### src/rtl/raster_pkg.sv
`default_nettype none

package raster_pkg;

    // Vertex coordinates are plain signed integers
    localparam int COORD_W   = 16;
    localparam int DELTA_W   = COORD_W + 1;

    // Slope is signed Q16.16
    localparam int FRAC_BITS = 16;
    localparam int SLOPE_W   = 32;

    // Quotient field width in the divider result word
    localparam int QUOT_W    = 44;

    // Tags waiting for their quotient; three can be in flight
    localparam int TAG_DEPTH = 4;
    localparam int TAG_PTR_W = $clog2(TAG_DEPTH);

    // Largest representable slope magnitude
    localparam logic [SLOPE_W-1:0] SLOPE_MAX = 32'h7fff_ffff;

    // One edge as two vertices, in the order received
    typedef struct packed {
        logic signed [COORD_W-1:0] x0;
        logic signed [COORD_W-1:0] y0;
        logic signed [COORD_W-1:0] x1;
        logic signed [COORD_W-1:0] y1;
    } edge_t;

    // Fields that bypass the divider
    typedef struct packed {
        logic                      neg;
        logic                      swapped;
        logic signed [COORD_W-1:0] x_start;
        logic signed [COORD_W-1:0] y_top;
        logic signed [COORD_W-1:0] y_bottom;
    } edge_tag_t;

    // Setup result handed to the scan converter
    typedef struct packed {
        logic signed [SLOPE_W-1:0] slope;
        logic signed [COORD_W-1:0] x_start;
        logic signed [COORD_W-1:0] y_top;
        logic signed [COORD_W-1:0] y_bottom;
        logic                      swapped;
        logic                      horizontal;
    } slope_t;

endpackage

`default_nettype wire
### src/rtl/slope_format.sv
`timescale 1ns/1ps
`default_nettype none

module slope_format (
    input  logic                  aclk,
    input  logic                  aresetn,

    input  logic                  tag_push,
    input  raster_pkg::edge_tag_t tag,

    input  logic [87:0]           dout,
    input  logic                  dout_valid,
    input  logic                  dbz,
    output logic                  dout_ready,

    output logic                  slope_valid,
    output raster_pkg::slope_t    slope,
    input  logic                  slope_ready
);

    import raster_pkg::*;

    edge_tag_t             tag_mem [TAG_DEPTH];
    logic [TAG_PTR_W-1:0]  wr_ptr;
    logic [TAG_PTR_W-1:0]  rd_ptr;
    logic [TAG_PTR_W:0]    count;
    logic                  full;
    logic                  empty;
    logic                  pop;
    edge_tag_t             head;
    logic [QUOT_W-1:0]     quot;
    logic [SLOPE_W-1:0]    mag;
    logic [SLOPE_W-1:0]    signed_mag;
    slope_t                slope_d;

    assign full  = (count == (TAG_PTR_W+1)'(TAG_DEPTH));
    assign empty = (count == '0);

    assign dout_ready = !slope_valid || slope_ready;
    assign pop        = dout_valid && dout_ready;

    // Tag queue, oldest entry pairs with the next quotient
    always_ff @(posedge aclk) begin
        if (tag_push) begin
            tag_mem[wr_ptr] <= tag;
        end
    end

    always_ff @(posedge aclk or negedge aresetn) begin
        if (!aresetn) begin
            wr_ptr <= '0;
            rd_ptr <= '0;
            count  <= '0;
        end else begin
            if (tag_push) begin
                wr_ptr <= wr_ptr + 1'b1;
            end
            if (pop) begin
                rd_ptr <= rd_ptr + 1'b1;
            end
            case ({tag_push, pop})
                2'b10:   count <= count + 1'b1;
                2'b01:   count <= count - 1'b1;
                default: count <= count;
            endcase
        end
    end

    assign head = tag_mem[rd_ptr];
    assign quot = dout[QUOT_W-1:0];

    // Clamp the magnitude, then restore the sign of dx
    always_comb begin
        if (quot > QUOT_W'(SLOPE_MAX)) begin
            mag = SLOPE_MAX;
        end else begin
            mag = quot[SLOPE_W-1:0];
        end
        signed_mag = head.neg ? -mag : mag;
    end

    // Zero dy means a horizontal edge
    always_comb begin
        slope_d.slope      = dbz ? '0 : signed_mag;
        slope_d.x_start    = head.x_start;
        slope_d.y_top      = head.y_top;
        slope_d.y_bottom   = head.y_bottom;
        slope_d.swapped    = head.swapped;
        slope_d.horizontal = dbz;
    end

    always_ff @(posedge aclk or negedge aresetn) begin
        if (!aresetn) begin
            slope_valid <= 1'b0;
        end else if (dout_ready) begin
            slope_valid <= dout_valid;
        end
    end

    always_ff @(posedge aclk) begin
        if (pop) begin
            slope <= slope_d;
        end
    end

    // In-flight count bounds the queue on both sides
    a_no_overflow: assert property (@(posedge aclk) disable iff (!aresetn)
        tag_push |-> !full);

    a_no_underflow: assert property (@(posedge aclk) disable iff (!aresetn)
        pop |-> !empty);

endmodule

`default_nettype wire

### config.mk
export PLATFORM = sky130hd
export DESIGN_NAME = slope_format
export DESIGN_NICKNAME = d
export VERILOG_FILES = /design/src/rtl/raster_pkg.sv /design/src/rtl/slope_format.sv
export SDC_FILE = /design/constraint.sdc
export NUM_CORES = 1
export LEC_CHECK = 0
export ABC_AREA = 1
export BUFFER_PORTS_ARGS = -buffer_cell sky130_fd_sc_hd__clkbuf_2
export CAP_MARGIN = 10
export CORE_MARGIN = 2
export CORE_UTILIZATION = 55
export CTS_CLUSTER_DIAMETER = 120
export CTS_CLUSTER_SIZE = 16
export DETAILED_ROUTE_END_ITERATION = 10
export HOLD_SLACK_MARGIN = 0.15
export PLACE_DENSITY = 0.82
export SLEW_MARGIN = 20
export SYNTH_ARGS = -nofsm -noshare
export SYNTH_HDL_FRONTEND = slang
export SYNTH_SLANG_ARGS = --single-unit
### constraint.sdc
create_clock -name aclk -period 3.45 [get_ports aclk]
set_clock_uncertainty 0.2 [all_clocks]
set_input_delay 0.1725 -clock aclk [delete_from_list [all_inputs] [get_ports aclk]]
set_output_delay 0.1725 -clock aclk [all_outputs]
set_load 0.01 [all_outputs]
==> key figures <==
Status
  – Outcome: completed

Routing
  – Post-Route WL: ~26000 um
  – Vias/cell: 5.41
  – Initial DRC Count: 500
  – Antenna-violating nets left: 0
  – 1st-pass router iterations: 5
  – WL per Instance: 17.9 um
  – # DRC: 0
  – Via Count: 7842

Floorplanning
  – Ports: 228
  – Die Width: 148 um
  – Rows: 52
  – Starting Density: 0.561
  – Die Y-Extent: ~150 um
  – Total core area: roughly 20000 um^2
  – Full die area: 21800 um^2

Synth
  – Synth Net Count: 1032
  – Yosys cell types: 27
  – Post-synth top area cell: edfxtp_1
  – Mapped Cells: 883
  – Post-Syn Area: roughly 11000 um^2
  – Synth warn: 0
  – Sequential share of the synthesized area: 0.756
  – Synth Register Bits: between 200 and 300
  – Avg Cell Area, Syn: 12.9 um^2
  – Top post-synthesis cells by area: edfxtp_1 75%, nor2_1 5.6%, o21ai_0 5.3%, o22ai_1 2.7%, nand2_1 2.7%
  – Yosys top cell area share: 0.745

Power and ir drop
  – VDD IR max: 0.540 mV
  – Switching Share: 0.303
  – Internal Pwr Total: between 6000 and 7000 uW
  – Leakage power total: between 0.005 and 0.006 uW
  – Reg power frac: 0.515
  – Clock Power Share: 0.229
  – Comb pwr share: 0.256
  – Net Switching: 2880 uW
  – Total power: between 9000 and 10000 uW
  – Power Dens Cells: 669 nW/um^2

Final layout
  – Layout cells sized above 1: 0.213
  – Register area: 8600 um^2
  – FILL cells: 1335
  – Net count, final: 1319
  – Multi-input logic area: approximately 2400 um^2
  – Area grow syn2layout: 25.3%
  – Design Area, Final: 14200 um^2

STA
  – Setup TNS: 0 ns
  – Final hold violation count: 0
  – Setup Viol. Count Final: 0
  – Final Worst Setup Slack: between 0.2 and 0.25 ns
  – Fmax: 308 MHz
  – Slew Limit Fails: 0
  – Worst Max-Slew Pin Slew: 0.771 ns
  – Slew HR: 0.483
  – Minimum clock period: 3.24 ns
  – Period utilization: 0.940
  – Unrepaired setup endpoints after global routing: false

Setup path
  – Slowest CP cell: dlygate4sd3_1
  – Max stage delay on crit path: about 0.55 ns
  – Worst Path Arrival: 3.29 ns
  – Crit-path max FO: 5
  – Crit-path most repeated cell: dlygate4sd3_1
  – Crit end category: flip-flop
  – Setup CP Type: in -> reg
  – CP cell instances: dlygate4sd3_1 > clkbuf_2 > nor2_4 > buf_4 > nand3_1 > nor2_1 > nand2_1 > nor2_4 > nand4_1 > a21oi_1 > dlygate4sd3_1 > nor2_1 > dlygate4sd3_1
  – CP delay by family, top: buffers and inverters
  – CP Data Required Time: 3.50 ns
  – Startpoint types: input pin
  – Bufs and invs on worst path: 5

CTS
  – Clock Path Buffers: 3
  – Reg clk slew, reported paths: 0.07 ns
  – Root buf cell: clkbuf_16
  – CTS buffer count: 21
  – Clock Latency Late Sink: 0.50 ns
  – TritonCTS Sinks: between 200 and 300
  – CTS H-Tree Depth: 1
  – CTS tree: done

Global route
  – First-pass GRT wire length: 39800 um
  – Vias in the first global route: around 7700
  – Initial antenna violation count: 3
  – GRT Total Usage: 0.234
  – Largest net degree at the start of global routing: 78
  – Grt ovf: 0

Placement
  – Dpl cell area: 12600 um^2
  – GP Congestion: 0.896
  – Placed wire-length estimate: 14900 um
  – Number of port buffers: 183
  – Setup slack at placement: 0.653 ns

Worst hold path
  – Worst min-delay path class: in -> reg

Job
  – Max-cap violations: 0
[cells in the mapped netlist, drive strengths merged]
cell      n
a21oi    26
buf       8
clkbuf   32
clkinv    2
dfrtp     5
edfxtp  282
ha        5
inv      43
nand2    85
nand3    20
nand3b    3
nand4     4
nor2    181
nor3     10
o21a      2
o21ai   122
o22ai    49
or2       2
xor2      2
[tightest hold or removal path, stage by stage]
cell,delay (ns)
clkbuf_2,0.08
nor2_1,0.03
nand2_1,0.09
nor2_4,0.08
nand3_1,0.18
a21oi_1,0.09
[final cells by class]
cell class / count / share of cell area
Timing Repair Buffer: 304 / 0.149
Clock buffer: 29 / 0.0390
Sequential cell: 287 / 0.604
Multi-Input combinational cell: 511 / 0.171
Tap cell: 270 / 0.0237
Antenna cell: 3 / 0.000528
Inverter: 45 / 0.0120
[per-layer routing]
layer	part of all wire	GRT usage	up-vias
met5	0	0	-
met2	0.51	0.438	328
met1	0.38	0.280	3705
li1	-	-	3754
met3	0.080	0.0451	55
met4	0.021	0.0529	0
[through the flow]
| step | util | hold WS (ns) | instances |
|---|---|---|---|
| finish | 0.703 | 0.194 | 1449 |
| global route | 0.703 | 0.236 | 1449 |
| CTS | 0.702 | 0.174 | 1445 |
| detailed placement | 0.623 | -0.179 | 1311 |
| global placement | 0.623 | -0.179 | 1311 |
| floorplan | - | -0.323 | 883 |
[cell usage in the layout (no fill, tap or decap), types with 5 or more instances in the layout]
| cell | count |
|---|---|
| inv_1 | 36 |
| o21ai_0 | 120 |
| buf_4 | 13 |
| dlygate4sd3_1 | 105 |
| nor2_2 | 8 |
| nor3_1 | 10 |
| edfxtp_1 | 282 |
| ha_1 | 5 |
| clkbuf_2 | 183 |
| a21oi_1 | 26 |
| nand3_1 | 19 |
| clkbuf_16 | 21 |
| o22ai_1 | 49 |
| inv_2 | 5 |
| nor2_1 | 167 |
| nand2_1 | 81 |
| nor2_4 | 6 |
| clkbuf_1 | 8 |
[repair_timing]
item / 4_1_cts / 5_1_grt
resized for setup: 0 / 1
setup buffers: 0 / 1
endpoints found under the setup margin: 0 / 1
hold buffers: 105 / 0
hold endpoints to repair: 243 / 0
[power groups by stage]
stage	clock [uW]	combinational, uW	sequential [uW]
detailed placement	0	2300	4970
global placement	0	2230	4950
CTS	2210	2430	4900
floorplan	0	1340	5050
global route	2330	2710	4950
finish	2180	2430	4910
[final timing paths]
| path | start | to | slack, ns | cells after the start |
|---|---|---|---|---|
| worst max-delay path | dout[31] | slope[75] | 0.21 | 13 |
| worst min-delay path | dout[38] | slope[59] | 0.19 | 6 |
| worst max register to register | rd_ptr[0] | slope[75] | 0.25 | 11 |
| max in group asynchronous | aresetn | rd_ptr[0] | 2.27 | 3 |
| worst min register to register | wr_ptr[0] | wr_ptr[0] | 0.34 | 1 |
| min in group asynchronous | aresetn | slope_valid | 0.49 | 3 |
[state kept, by name, summed over array words and instances, names as in the netlist]
name,flops
tag_mem,200
slope_valid,1
wr_ptr,2
rd_ptr,2
slope,82
[kinds of logic (layout without fill, tap and decap cells)]
kind of cell,after synthesis,count (layout),share of synthesized area
flip-flops,287,287,0.756
XOR/XNOR,2,2,0.00154
other,0,3,0
AO/OA/AOI/OAI,199,199,0.0935
buffers and inverters,85,378,0.0293
AND/OR/NAND/NOR,305,305,0.114
adder cells (fa/ha/maj),5,5,0.00551
No activity file was read; power rests on OpenSTA's default activity.
