<file path="src/rtl/raster_pkg.sv">
`default_nettype none

package raster_pkg;

    // Vertex coordinates are plain signed integers
    localparam int COORD_W   = 16;
    localparam int DELTA_W   = COORD_W + 1;

    // Slope is signed Q16.16
    localparam int FRAC_BITS = 16;
    localparam int SLOPE_W   = 32;

    // Quotient field width in the divider result word
    localparam int QUOT_W    = 44;

    // Tags waiting for their quotient; three can be in flight
    localparam int TAG_DEPTH = 4;
    localparam int TAG_PTR_W = $clog2(TAG_DEPTH);

    // Largest representable slope magnitude
    localparam logic [SLOPE_W-1:0] SLOPE_MAX = 32'h7fff_ffff;

    // One edge as two vertices, in the order received
    typedef struct packed {
        logic signed [COORD_W-1:0] x0;
        logic signed [COORD_W-1:0] y0;
        logic signed [COORD_W-1:0] x1;
        logic signed [COORD_W-1:0] y1;
    } edge_t;

    // Fields that bypass the divider
    typedef struct packed {
        logic                      neg;
        logic                      swapped;
        logic signed [COORD_W-1:0] x_start;
        logic signed [COORD_W-1:0] y_top;
        logic signed [COORD_W-1:0] y_bottom;
    } edge_tag_t;

    // Setup result handed to the scan converter
    typedef struct packed {
        logic signed [SLOPE_W-1:0] slope;
        logic signed [COORD_W-1:0] x_start;
        logic signed [COORD_W-1:0] y_top;
        logic signed [COORD_W-1:0] y_bottom;
        logic                      swapped;
        logic                      horizontal;
    } slope_t;

endpackage

`default_nettype wire
</file>
<file path="src/rtl/edge_delta.sv">
`timescale 1ns/1ps
`default_nettype none

module edge_delta (
    input  logic                  aclk,
    input  logic                  aresetn,

    input  logic                  edge_valid,
    input  raster_pkg::edge_t     edge_data,
    output logic                  edge_ready,

    output logic [63:0]           dividend,
    output logic [63:0]           divisor,
    output logic                  op_valid,
    input  logic                  divisor_ready,
    input  logic                  dividend_ready,

    output logic                  tag_push,
    output raster_pkg::edge_tag_t tag
);

    import raster_pkg::*;

    logic                      swap;
    logic signed [COORD_W-1:0] x_top;
    logic signed [COORD_W-1:0] y_top;
    logic signed [COORD_W-1:0] x_bot;
    logic signed [COORD_W-1:0] y_bot;
    logic signed [DELTA_W-1:0] dx;
    logic        [DELTA_W-1:0] dx_abs;
    logic        [DELTA_W-1:0] dy;
    logic                      op_take;
    logic                      edge_take;
    edge_tag_t                 tag_d;
    logic [63:0]               dividend_d;
    logic [63:0]               divisor_d;

    // Top vertex is the one with the smaller y
    always_comb begin
        swap = (edge_data.y1 < edge_data.y0);
        if (swap) begin
            x_top = edge_data.x1;
            y_top = edge_data.y1;
            x_bot = edge_data.x0;
            y_bot = edge_data.y0;
        end else begin
            x_top = edge_data.x0;
            y_top = edge_data.y0;
            x_bot = edge_data.x1;
            y_bot = edge_data.y1;
        end
    end

    // One extra bit so full-range differences cannot wrap
    always_comb begin
        dx     = {x_bot[COORD_W-1], x_bot} - {x_top[COORD_W-1], x_top};
        dy     = {y_bot[COORD_W-1], y_bot} - {y_top[COORD_W-1], y_top};
        dx_abs = dx[DELTA_W-1] ? -dx : dx;
    end

    always_comb begin
        dividend_d       = 64'(dx_abs) << FRAC_BITS;
        divisor_d        = 64'(dy);
        tag_d.neg        = dx[DELTA_W-1];
        tag_d.swapped    = swap;
        tag_d.x_start    = x_top;
        tag_d.y_top      = y_top;
        tag_d.y_bottom   = y_bot;
    end

    // Divider takes both operands in the same cycle
    assign op_take    = op_valid && divisor_ready && dividend_ready;
    assign edge_ready = !op_valid || op_take;
    assign edge_take  = edge_valid && edge_ready;

    always_ff @(posedge aclk or negedge aresetn) begin
        if (!aresetn) begin
            op_valid <= 1'b0;
        end else if (edge_ready) begin
            op_valid <= edge_valid;
        end
    end

    always_ff @(posedge aclk) begin
        if (edge_take) begin
            dividend <= dividend_d;
            divisor  <= divisor_d;
            tag      <= tag_d;
        end
    end

    // Tag enters the format queue with its operands
    assign tag_push = op_take;

    a_op_hold: assert property (@(posedge aclk) disable iff (!aresetn)
        op_valid && !(divisor_ready && dividend_ready) |=>
            op_valid && $stable(dividend) && $stable(divisor) && $stable(tag));

endmodule

`default_nettype wire

</file>
<file path="config.mk">
export PLATFORM = sky130hd
export DESIGN_NAME = edge_delta
export DESIGN_NICKNAME = d
export VERILOG_FILES = /design/src/rtl/raster_pkg.sv /design/src/rtl/edge_delta.sv
export SDC_FILE = /design/constraint.sdc
export NUM_CORES = 1
export LEC_CHECK = 0
export ABC_AREA = 1
export BUFFER_PORTS_ARGS = -buffer_cell sky130_fd_sc_hd__buf_2
export CAP_MARGIN = 20
export CORE_ASPECT_RATIO = 0.8
export CORE_UTILIZATION = 53
export CTS_BUF_LIST = sky130_fd_sc_hd__clkbuf_8
export DETAILED_ROUTE_END_ITERATION = 10
export HOLD_SLACK_MARGIN = 0.12
export PLACE_DENSITY = 0.93
export SLEW_MARGIN = 20
export SYNTH_ARGS = -nofsm -noshare
export SYNTH_HDL_FRONTEND = slang
export SYNTH_SLANG_ARGS = --single-unit
export TNS_END_PERCENT = 1
</file>
<file path="constraint.sdc">
create_clock -name aclk -period 12.9 [get_ports aclk]
set_clock_uncertainty 0.15 [all_clocks]
set_input_delay 1.29 -clock aclk [delete_from_list [all_inputs] [get_ports aclk]]
set_output_delay 1.29 -clock aclk [all_outputs]
set_load 0.02 [all_outputs]
</file>
==> metrics.md, run 1 <==
| Metric | Value |
|---|---|
| Pwr dens | 116.0 nW/um2 |
| Start point of the critical path | edge_data[47] |
| Crit path arrival time | 4710 ps |
| Clock root buffer | clkbuf_8 |
| Cell Area, Synth | 7103 um2 |
| Worst min-delay path class | flop to flop |
| Post-synth top area cell | edfxtp_1 |
| Post-Route Setup TNS | 0 ps |
| Hold WS | 514.1 ps |
| Initial Util | 0.5480 |
| CTS Buf Count | 9 |
| RSZ-0062 raised after global routing | false |
| Synth async-reset ratio | 0.01176 |
| CP Max Fanout | 82 |
| Area grow syn2layout | 10.11% |
| Power Total | 907.5 uW |
| Core area | 12960 um2 |
| Post-Syn Instances | 931 |
| GRT overflow | 0 |
| Antenna Cells | 0 |
| CTS Sinks | 85 |
| Reg-to-reg startpoint | op_valid$_DFFE_PN0N_ |
| Commonest non-fill, non-tap cell in the layout | nand2_1 |
| Buffers on Ports | 155 |
| Placed Area | 7626 um2 |
| Final-report hold violation count | 0 |
| Pre-Repair DR Iteration Count | 5 |
| Ys Warns | 0 |
| Beginning of the worst hold path | op_valid$_DFFE_PN0N_ |
| Die X | 131.4 um |
| Final instance area | 7821 um2 |
| Max-cap viol count | 0 |
| Post-Syn Area per Cell | 7.629 um2 |
| Largest net degree at the start of global routing | 85 |
| Clk slew on worst S/H paths | 80 ps |
| Maximum clock path buffer count | 2 |
| Wirelength, routed | 16440 um |
| Die height | 105.5 um |
| Netlist cell types | 43 |
| Peak supply drop | 0.05303 mV |
| Mean routed wirelength per cell | 12.98 um |
| Pins Over Slew Limit | 0 |
| Finished Layout Cells | 1267 |
| Finish-stage setup viols | 0 |
| Main synth FF type | edfxtp_1 |
| Crit start category | input pin |
| Cts hold-fix bufs | 0 |
| Setup Fix Bufs, Post-CTS | 0 |
| Ranking of synthesized cells by area | edfxtp_1 36%, nand2_1 13%, buf_4 10% |
| CP required | 12880 ps |
| Fin crit period | 4724 ps |
| Total GRT Usage | 0.2407 |
| Least-Margin Pin Slew | 501.1 ps |
| Cts repair resizes | 0 |
| Fmax | 0.2117 GHz |
| Yosys reg bits | 85 |
| Layout cells sized above 1 | 0.2326 |
| Fillers | 1146 |
| Clock Latency Late Sink | 360 ps |
| Initial antenna violation count | 1 |
| Vias | 6147 |
| Pre-CTS setup slack | 7806 ps |
| Vias per inst | 4.852 |
| Vias in the first global route | 5611 |
| Placer Congestion | 0.9673 |
| I/O pins | 250 |
| Setup crit end kind | flop |
| Placed insts | 1250 |
| Share of the synthesized area in the top cell type | 0.3551 |
| Worst slew margin | 0.6659 |
| CP Class | input pin to flop |
| DRC Markers | 0 |
| Core Util, Final | 0.6034 |
| Post-synthesis sequential area ratio | 0.3586 |
| Fin crit share | 0.3662 |
| EDFF count, synth | 84 |
| Most frequent cells in the layout | 240 x nand2_1, 168 x inv_1, 155 x buf_2 |
| CTS tree | built |
| Dpl hpwl | 12960 um |
| DRT iter0 DRCs | 456 |
| Setup WS post-layout | 8176 ps |
| Global-route wire length before repair | 26510 um |
| Fin nets | 1175 |
| Area of the die | 13870 um2 |
| CTS HTree Levels | 3 |
| Leakage | 4.169 nW |
| Status | finished, final reports clean |
| Row count | 37 |
| Post-route ant nets | 0 |
sequential cells by signal, summed over array words and instances (netlist names):
register  cells
dividend     17
divisor      17
op_valid      1
tag          50
worst max-delay path, stage by stage:
cell and delay (ps):
buf_2 90, inv_1 70, ha_1 460, a21oi_2 190, o21ai_1 90, nor2_2 230
nand3_2 200, nand2_8 410, nand2_1 140, nand3_2 120, ha_1 220, inv_1 80
ha_1 140, inv_1 70, nor2_1 200, nand3_1 110, nor2_1 90, nand2_1 90
nor2_2 110, nand2_1 80, nand2_1 60, nand2_1 60, nand2_1 50, inv_1 30
kinds of logic (layout without fill, tap and decap cells):
logic type / Yosys count / in the layout / share of synthesized area
XOR/XNOR: 28 / 28 / 0.03558
flip-flops: 85 / 85 / 0.3586
adder cells (fa/ha/maj): 19 / 19 / 0.03347
AND/OR/NAND/NOR: 438 / 438 / 0.2915
buffers and inverters: 277 / 345 / 0.2086
other: 1 / 94 / 0.0005279
AO/OA/AOI/OAI: 83 / 83 / 0.07169
cell type report:
class / count / area, um2 / area share
Inverter: 172 / 645.6 / 0.08255
Tap cell: 175 / 219.0 / 0.02800
Sequential cell: 85 / 2547 / 0.3257
Clock buffer: 9 / 123.9 / 0.01584
Clock inverter: 7 / 43.79 / 0.005599
Timing Repair Buffer: 157 / 810.8 / 0.1037
Multi-Input combinational cell: 662 / 3431 / 0.4386
layer usage:
metal	part of all wire	vias to the layer above	wire, um	GRT usage
met5	0.00061	-	10	0
li1	-	3042	-	-
met3	0.10	52	1645	0.05532
met2	0.44	327	7189	0.3896
met4	0.036	2	589	0.09967
met1	0.43	2724	7007	0.3105
power by group:
part           switching, mW  internal, mW  leakage, nW
Clock                 0.0994        0.0689       0.0859
Sequential           0.00560         0.346        0.788
Combinational          0.272         0.116         3.29
Total                  0.377         0.531         4.17
final timing paths:
kind	to	slack, ps	cells past startpoint
max	dividend[28]$_DFFE_PP_	8180	24
min	op_valid$_DFFE_PN0N_	510	4
max reg2reg	tag[47]$_DFFE_PP_	11070	6
min reg2reg	op_valid$_DFFE_PN0N_	510	4
max in group asynchronous	op_valid$_DFFE_PN0N_	11990	1
min in group asynchronous	op_valid$_DFFE_PN0N_	530	1
synthesized netlist by cell type, types with 2 or more instances:
cell type	count
a21oi_1	17
a21oi_2	5
buf_12	2
buf_4	95
buf_6	7
clkinv_1	3
edfxtp_1	84
ha_1	19
inv_1	166
inv_2	3
nand2_1	240
nand2_2	31
nand2_4	10
nand2_8	2
nand3_1	53
nand3_2	11
nand4_1	10
nor2_1	60
nor2_2	5
nor3_1	4
nor4_1	5
o21a_1	2
o21ai_0	18
o21ai_1	29
o21ai_2	6
or2_2	2
xnor2_1	2
xor2_1	25
Power figures use the tool's default switching activity.
==> run 2: changes to the inputs <==
==> constraint.sdc (replaced) <==
create_clock -name aclk -period 4.78 [get_ports aclk]
set_clock_uncertainty 0.15 [all_clocks]
set_input_delay 0.478 -clock aclk [delete_from_list [all_inputs] [get_ports aclk]]
set_output_delay 0.478 -clock aclk [all_outputs]
set_load 0.02 [all_outputs]
==> run 2 against run 1 <==
Effect of this change: critical endpoint is now dividend[27]$_DFFE_PP_; cell area is 0.18% higher; register-to-register slack worse by 8600 ps; worst setup slack lost 7200 ps; global-route usage grew 0.21 points; critical path depth did not move; die area is the same; largest power group unchanged.
==> metrics.md, run 2 (synthesized netlist as in run 1, its figures left out) <==
| Metric | Value |
|---|---|
| I/O pins | 250 (unchanged) |
| Max-cap viol count | 0 (unchanged) |
| Crit start category | input pin |
| Clock Latency Late Sink | 360 ps (about the same) |
| Most flop-heavy register | tag |
| CP required | 4760 ps (-8120 ps) |
| Pwr dens | 317.3 nW/um2 (+170%) |
| Initial Util | 0.5480 (unchanged) |
| Fin crit period | 3801 ps |
| Slowest-stage cell, CP | ha_1 |
| Dpl hpwl | 13450 um (+3.8%) |
| Post-Route Setup TNS | 0 ps (unchanged) |
| CTS tree | built |
| Pre-Repair DR Iteration Count | 7 (+2) |
| Largest net degree at the start of global routing | 44 (-48%) |
| Max incr delay on CP | 450 ps (about the same) |
| Total GRT Usage | 0.2429 (+0.002124) |
| Setup crit end kind | flop |
| Finish-stage setup viols | 0 (unchanged) |
| Commonest non-fill, non-tap cell in the layout | nand2_1 |
| M1 GR Usage | 0.3128 (+0.002312) |
| Area of the die | 13870 um2 (unchanged) |
| Peak supply drop | 0.1366 mV (+160%) |
| Initial antenna violation count | 2 (+1) |
| Most common cell on crit path | nand2_1 |
| Maximum clock path buffer count | 2 (unchanged) |
| Critical-path cell list | buf_2, inv_1, ha_1, a21oi_2, o21ai_1, nor2_2, nand2_4, nand2_4, nand2_8, nand2_1, nand3_2, ha_1, inv_1, nand2_1, xor2_1, nor2_1, nand2_1, nor2_2, nand2_1, nor2_4, nand2_2, nand2_2, xor2_1, inv_1 |
| Clock root buffer | clkbuf_8 |
| Global-route wire length before repair | 26650 um (+0.52%) |
| Register area | 2547 um2 (unchanged) |
| RSZ-0062 raised after global routing | false |
| Fin nets | 1177 (+0.17%) |
| Wirelength, routed | 16760 um (+1.9%) |
| Multi-input gate area | 3431 um2 (unchanged) |
| GRT overflow | 0 (unchanged) |
| Worst min-delay path class | input pin to flop |
| Mean routed wirelength per cell | 13.18 um (+1.6%) |
| Row count | 37 (unchanged) |
| Final-report hold violation count | 0 (unchanged) |
| M3 GR Usage | 0.06205 (+0.006734) |
| DRC Markers | 0 (unchanged) |
| Pins Over Slew Limit | 0 (unchanged) |
| Leakage | 4.178 nW (+0.21%) |
| Top Registers | tag x50, dividend x17, divisor x17 |
| Layout cells sized above 1 | 0.2358 (+0.003231) |
| Vias per inst | 4.871 (+0.40%) |
| Buffers on Ports | 155 (unchanged) |
| Max FFs per register | 50 (unchanged) |
| Post-route ant nets | 0 (unchanged) |
| CP Class | input pin to flop |
| Placer Congestion | 0.9138 (-5.5%) |
| Least-Margin Pin Slew | 759.7 ps (+258.6 ps) |
| Worst slew margin | 0.4923 (-0.1736) |
| GR Util met2 | 0.3946 (+0.004913) |
| Area grow syn2layout | 10.30% |
| Pre-CTS setup slack | 674.6 ps (-7131 ps) |
| Fmax | 0.2631 GHz |
| Crit path arrival time | 3780 ps (-930 ps) |
| DRT iter0 DRCs | 507 (+11%) |
| Most used routing layer | met2 |
| Die height | 105.5 um (unchanged) |
| Setup WS post-layout | 978.7 ps (-7197 ps) |
| Status | finished, final reports clean |
| CTS Sinks | 85 (unchanged) |
| Most frequent cells in the layout | 240 x nand2_1, 166 x inv_1, 155 x buf_2 |
| Vias in the first global route | 5570 (-0.73%) |
| Core area | 12960 um2 (unchanged) |
| Fin crit share | 0.7953 |
| Vias | 6191 (+0.72%) |
| CP Max Fanout | 40 (-51%) |
| CTS Buf Count | 9 (unchanged) |
| CTS HTree Levels | 3 (unchanged) |
| Fillers | 1155 (+0.79%) |
| Clk slew on worst S/H paths | 90 ps (about the same) |
| Die X | 131.4 um (unchanged) |
run 2: cell types whose count changed in the layout (fill, tap and decap cells not counted):
| cell | change |
|---|---|
| diode_2 | +2 |
| buf_16 | -1 |
| clkinv_1 | -1 |
| clkinv_2 | +2 |
| clkinvlp_4 | -1 |
| clkinv_4 | -1 |
| dlygate4sd3_1 | +1 |
| inv_8 | +1 |
| inv_1 | -2 |
| buf_4 | +2 |
| inv_6 | +2 |
run 2: worst max-delay path: cells and delay by family:
family | cells | cell delay, ps
buffers and inverters | 4 | 240
XOR/XNOR | 2 | 380
adder cells (fa/ha/maj) | 2 | 640
AND/OR/NAND/NOR | 14 | 1750
AO/OA/AOI/OAI | 2 | 260
run 2: worst paths after layout:
kind | slack [ps] | to | cells after the start | start
worst max-delay path | 980 | dividend[27]$_DFFE_PP_ | 24 | edge_data[47]
worst min-delay path | 200 | op_valid$_DFFE_PN0N_ | 3 | edge_valid
worst max register to register | 2500 | tag[26]$_DFFE_PP_ | 5 | op_valid$_DFFE_PN0N_
worst min register to register | 560 | op_valid$_DFFE_PN0N_ | 4 | op_valid$_DFFE_PN0N_
max in group asynchronous | 4130 | op_valid$_DFFE_PN0N_ | 2 | aresetn
min in group asynchronous | 270 | op_valid$_DFFE_PN0N_ | 2 | aresetn
run 2: routing by layer:
layer	share of wire	routed length, um
met5	0.00048	8
met4	0.024	408
met3	0.11	1782
met2	0.45	7518
met1	0.42	7038
run 2: stage by stage:
| step | hold slack [ps] | cells | instance area [um2] | power [mW] | utilization |
|---|---|---|---|---|---|
| after detailed placement | 106.8 | 1252 | 7641 | 1.994 | 0.5895 |
| after global placement | 107.3 | 1252 | 7641 | 1.963 | 0.5895 |
| after CTS | 185.2 | 1269 | 7830 | 2.486 | 0.6041 |
| after floorplan | 32.41 | 1024 | 7455 | 1.841 | - |
| final | 199.7 | 1271 | 7835 | 2.486 | 0.6044 |
| after global routing | 189.8 | 1269 | 7830 | 2.639 | 0.6041 |
run 2: power by group:
part	leakage, nW	internal (mW)	total, mW	switching (mW)
clock	0.0923	0.196	0.488	0.292
sequential	0.788	0.933	0.948	0.0150
combinational	3.30	0.314	1.05	0.737
total	4.18	1.44	2.49	1.04
run 2: final cells by class:
| type | instances | share of cell area |
|---|---|---|
| Clock buffer | 9 | 0.01581 |
| Timing Repair Buffer | 159 | 0.1032 |
| Antenna cell | 2 | 0.0006388 |
| Multi-Input combinational cell | 662 | 0.4379 |
| Sequential cell | 85 | 0.3251 |
| Inverter | 172 | 0.08240 |
| Tap cell | 175 | 0.02795 |
| Clock inverter | 7 | 0.007027 |
run 2: repair_timing:
item | CTS | global route
resized for setup | 0 | 0
endpoints found under the hold margin | 1 | 0
hold buffers | 1 | 0
setup buffers | 0 | 0
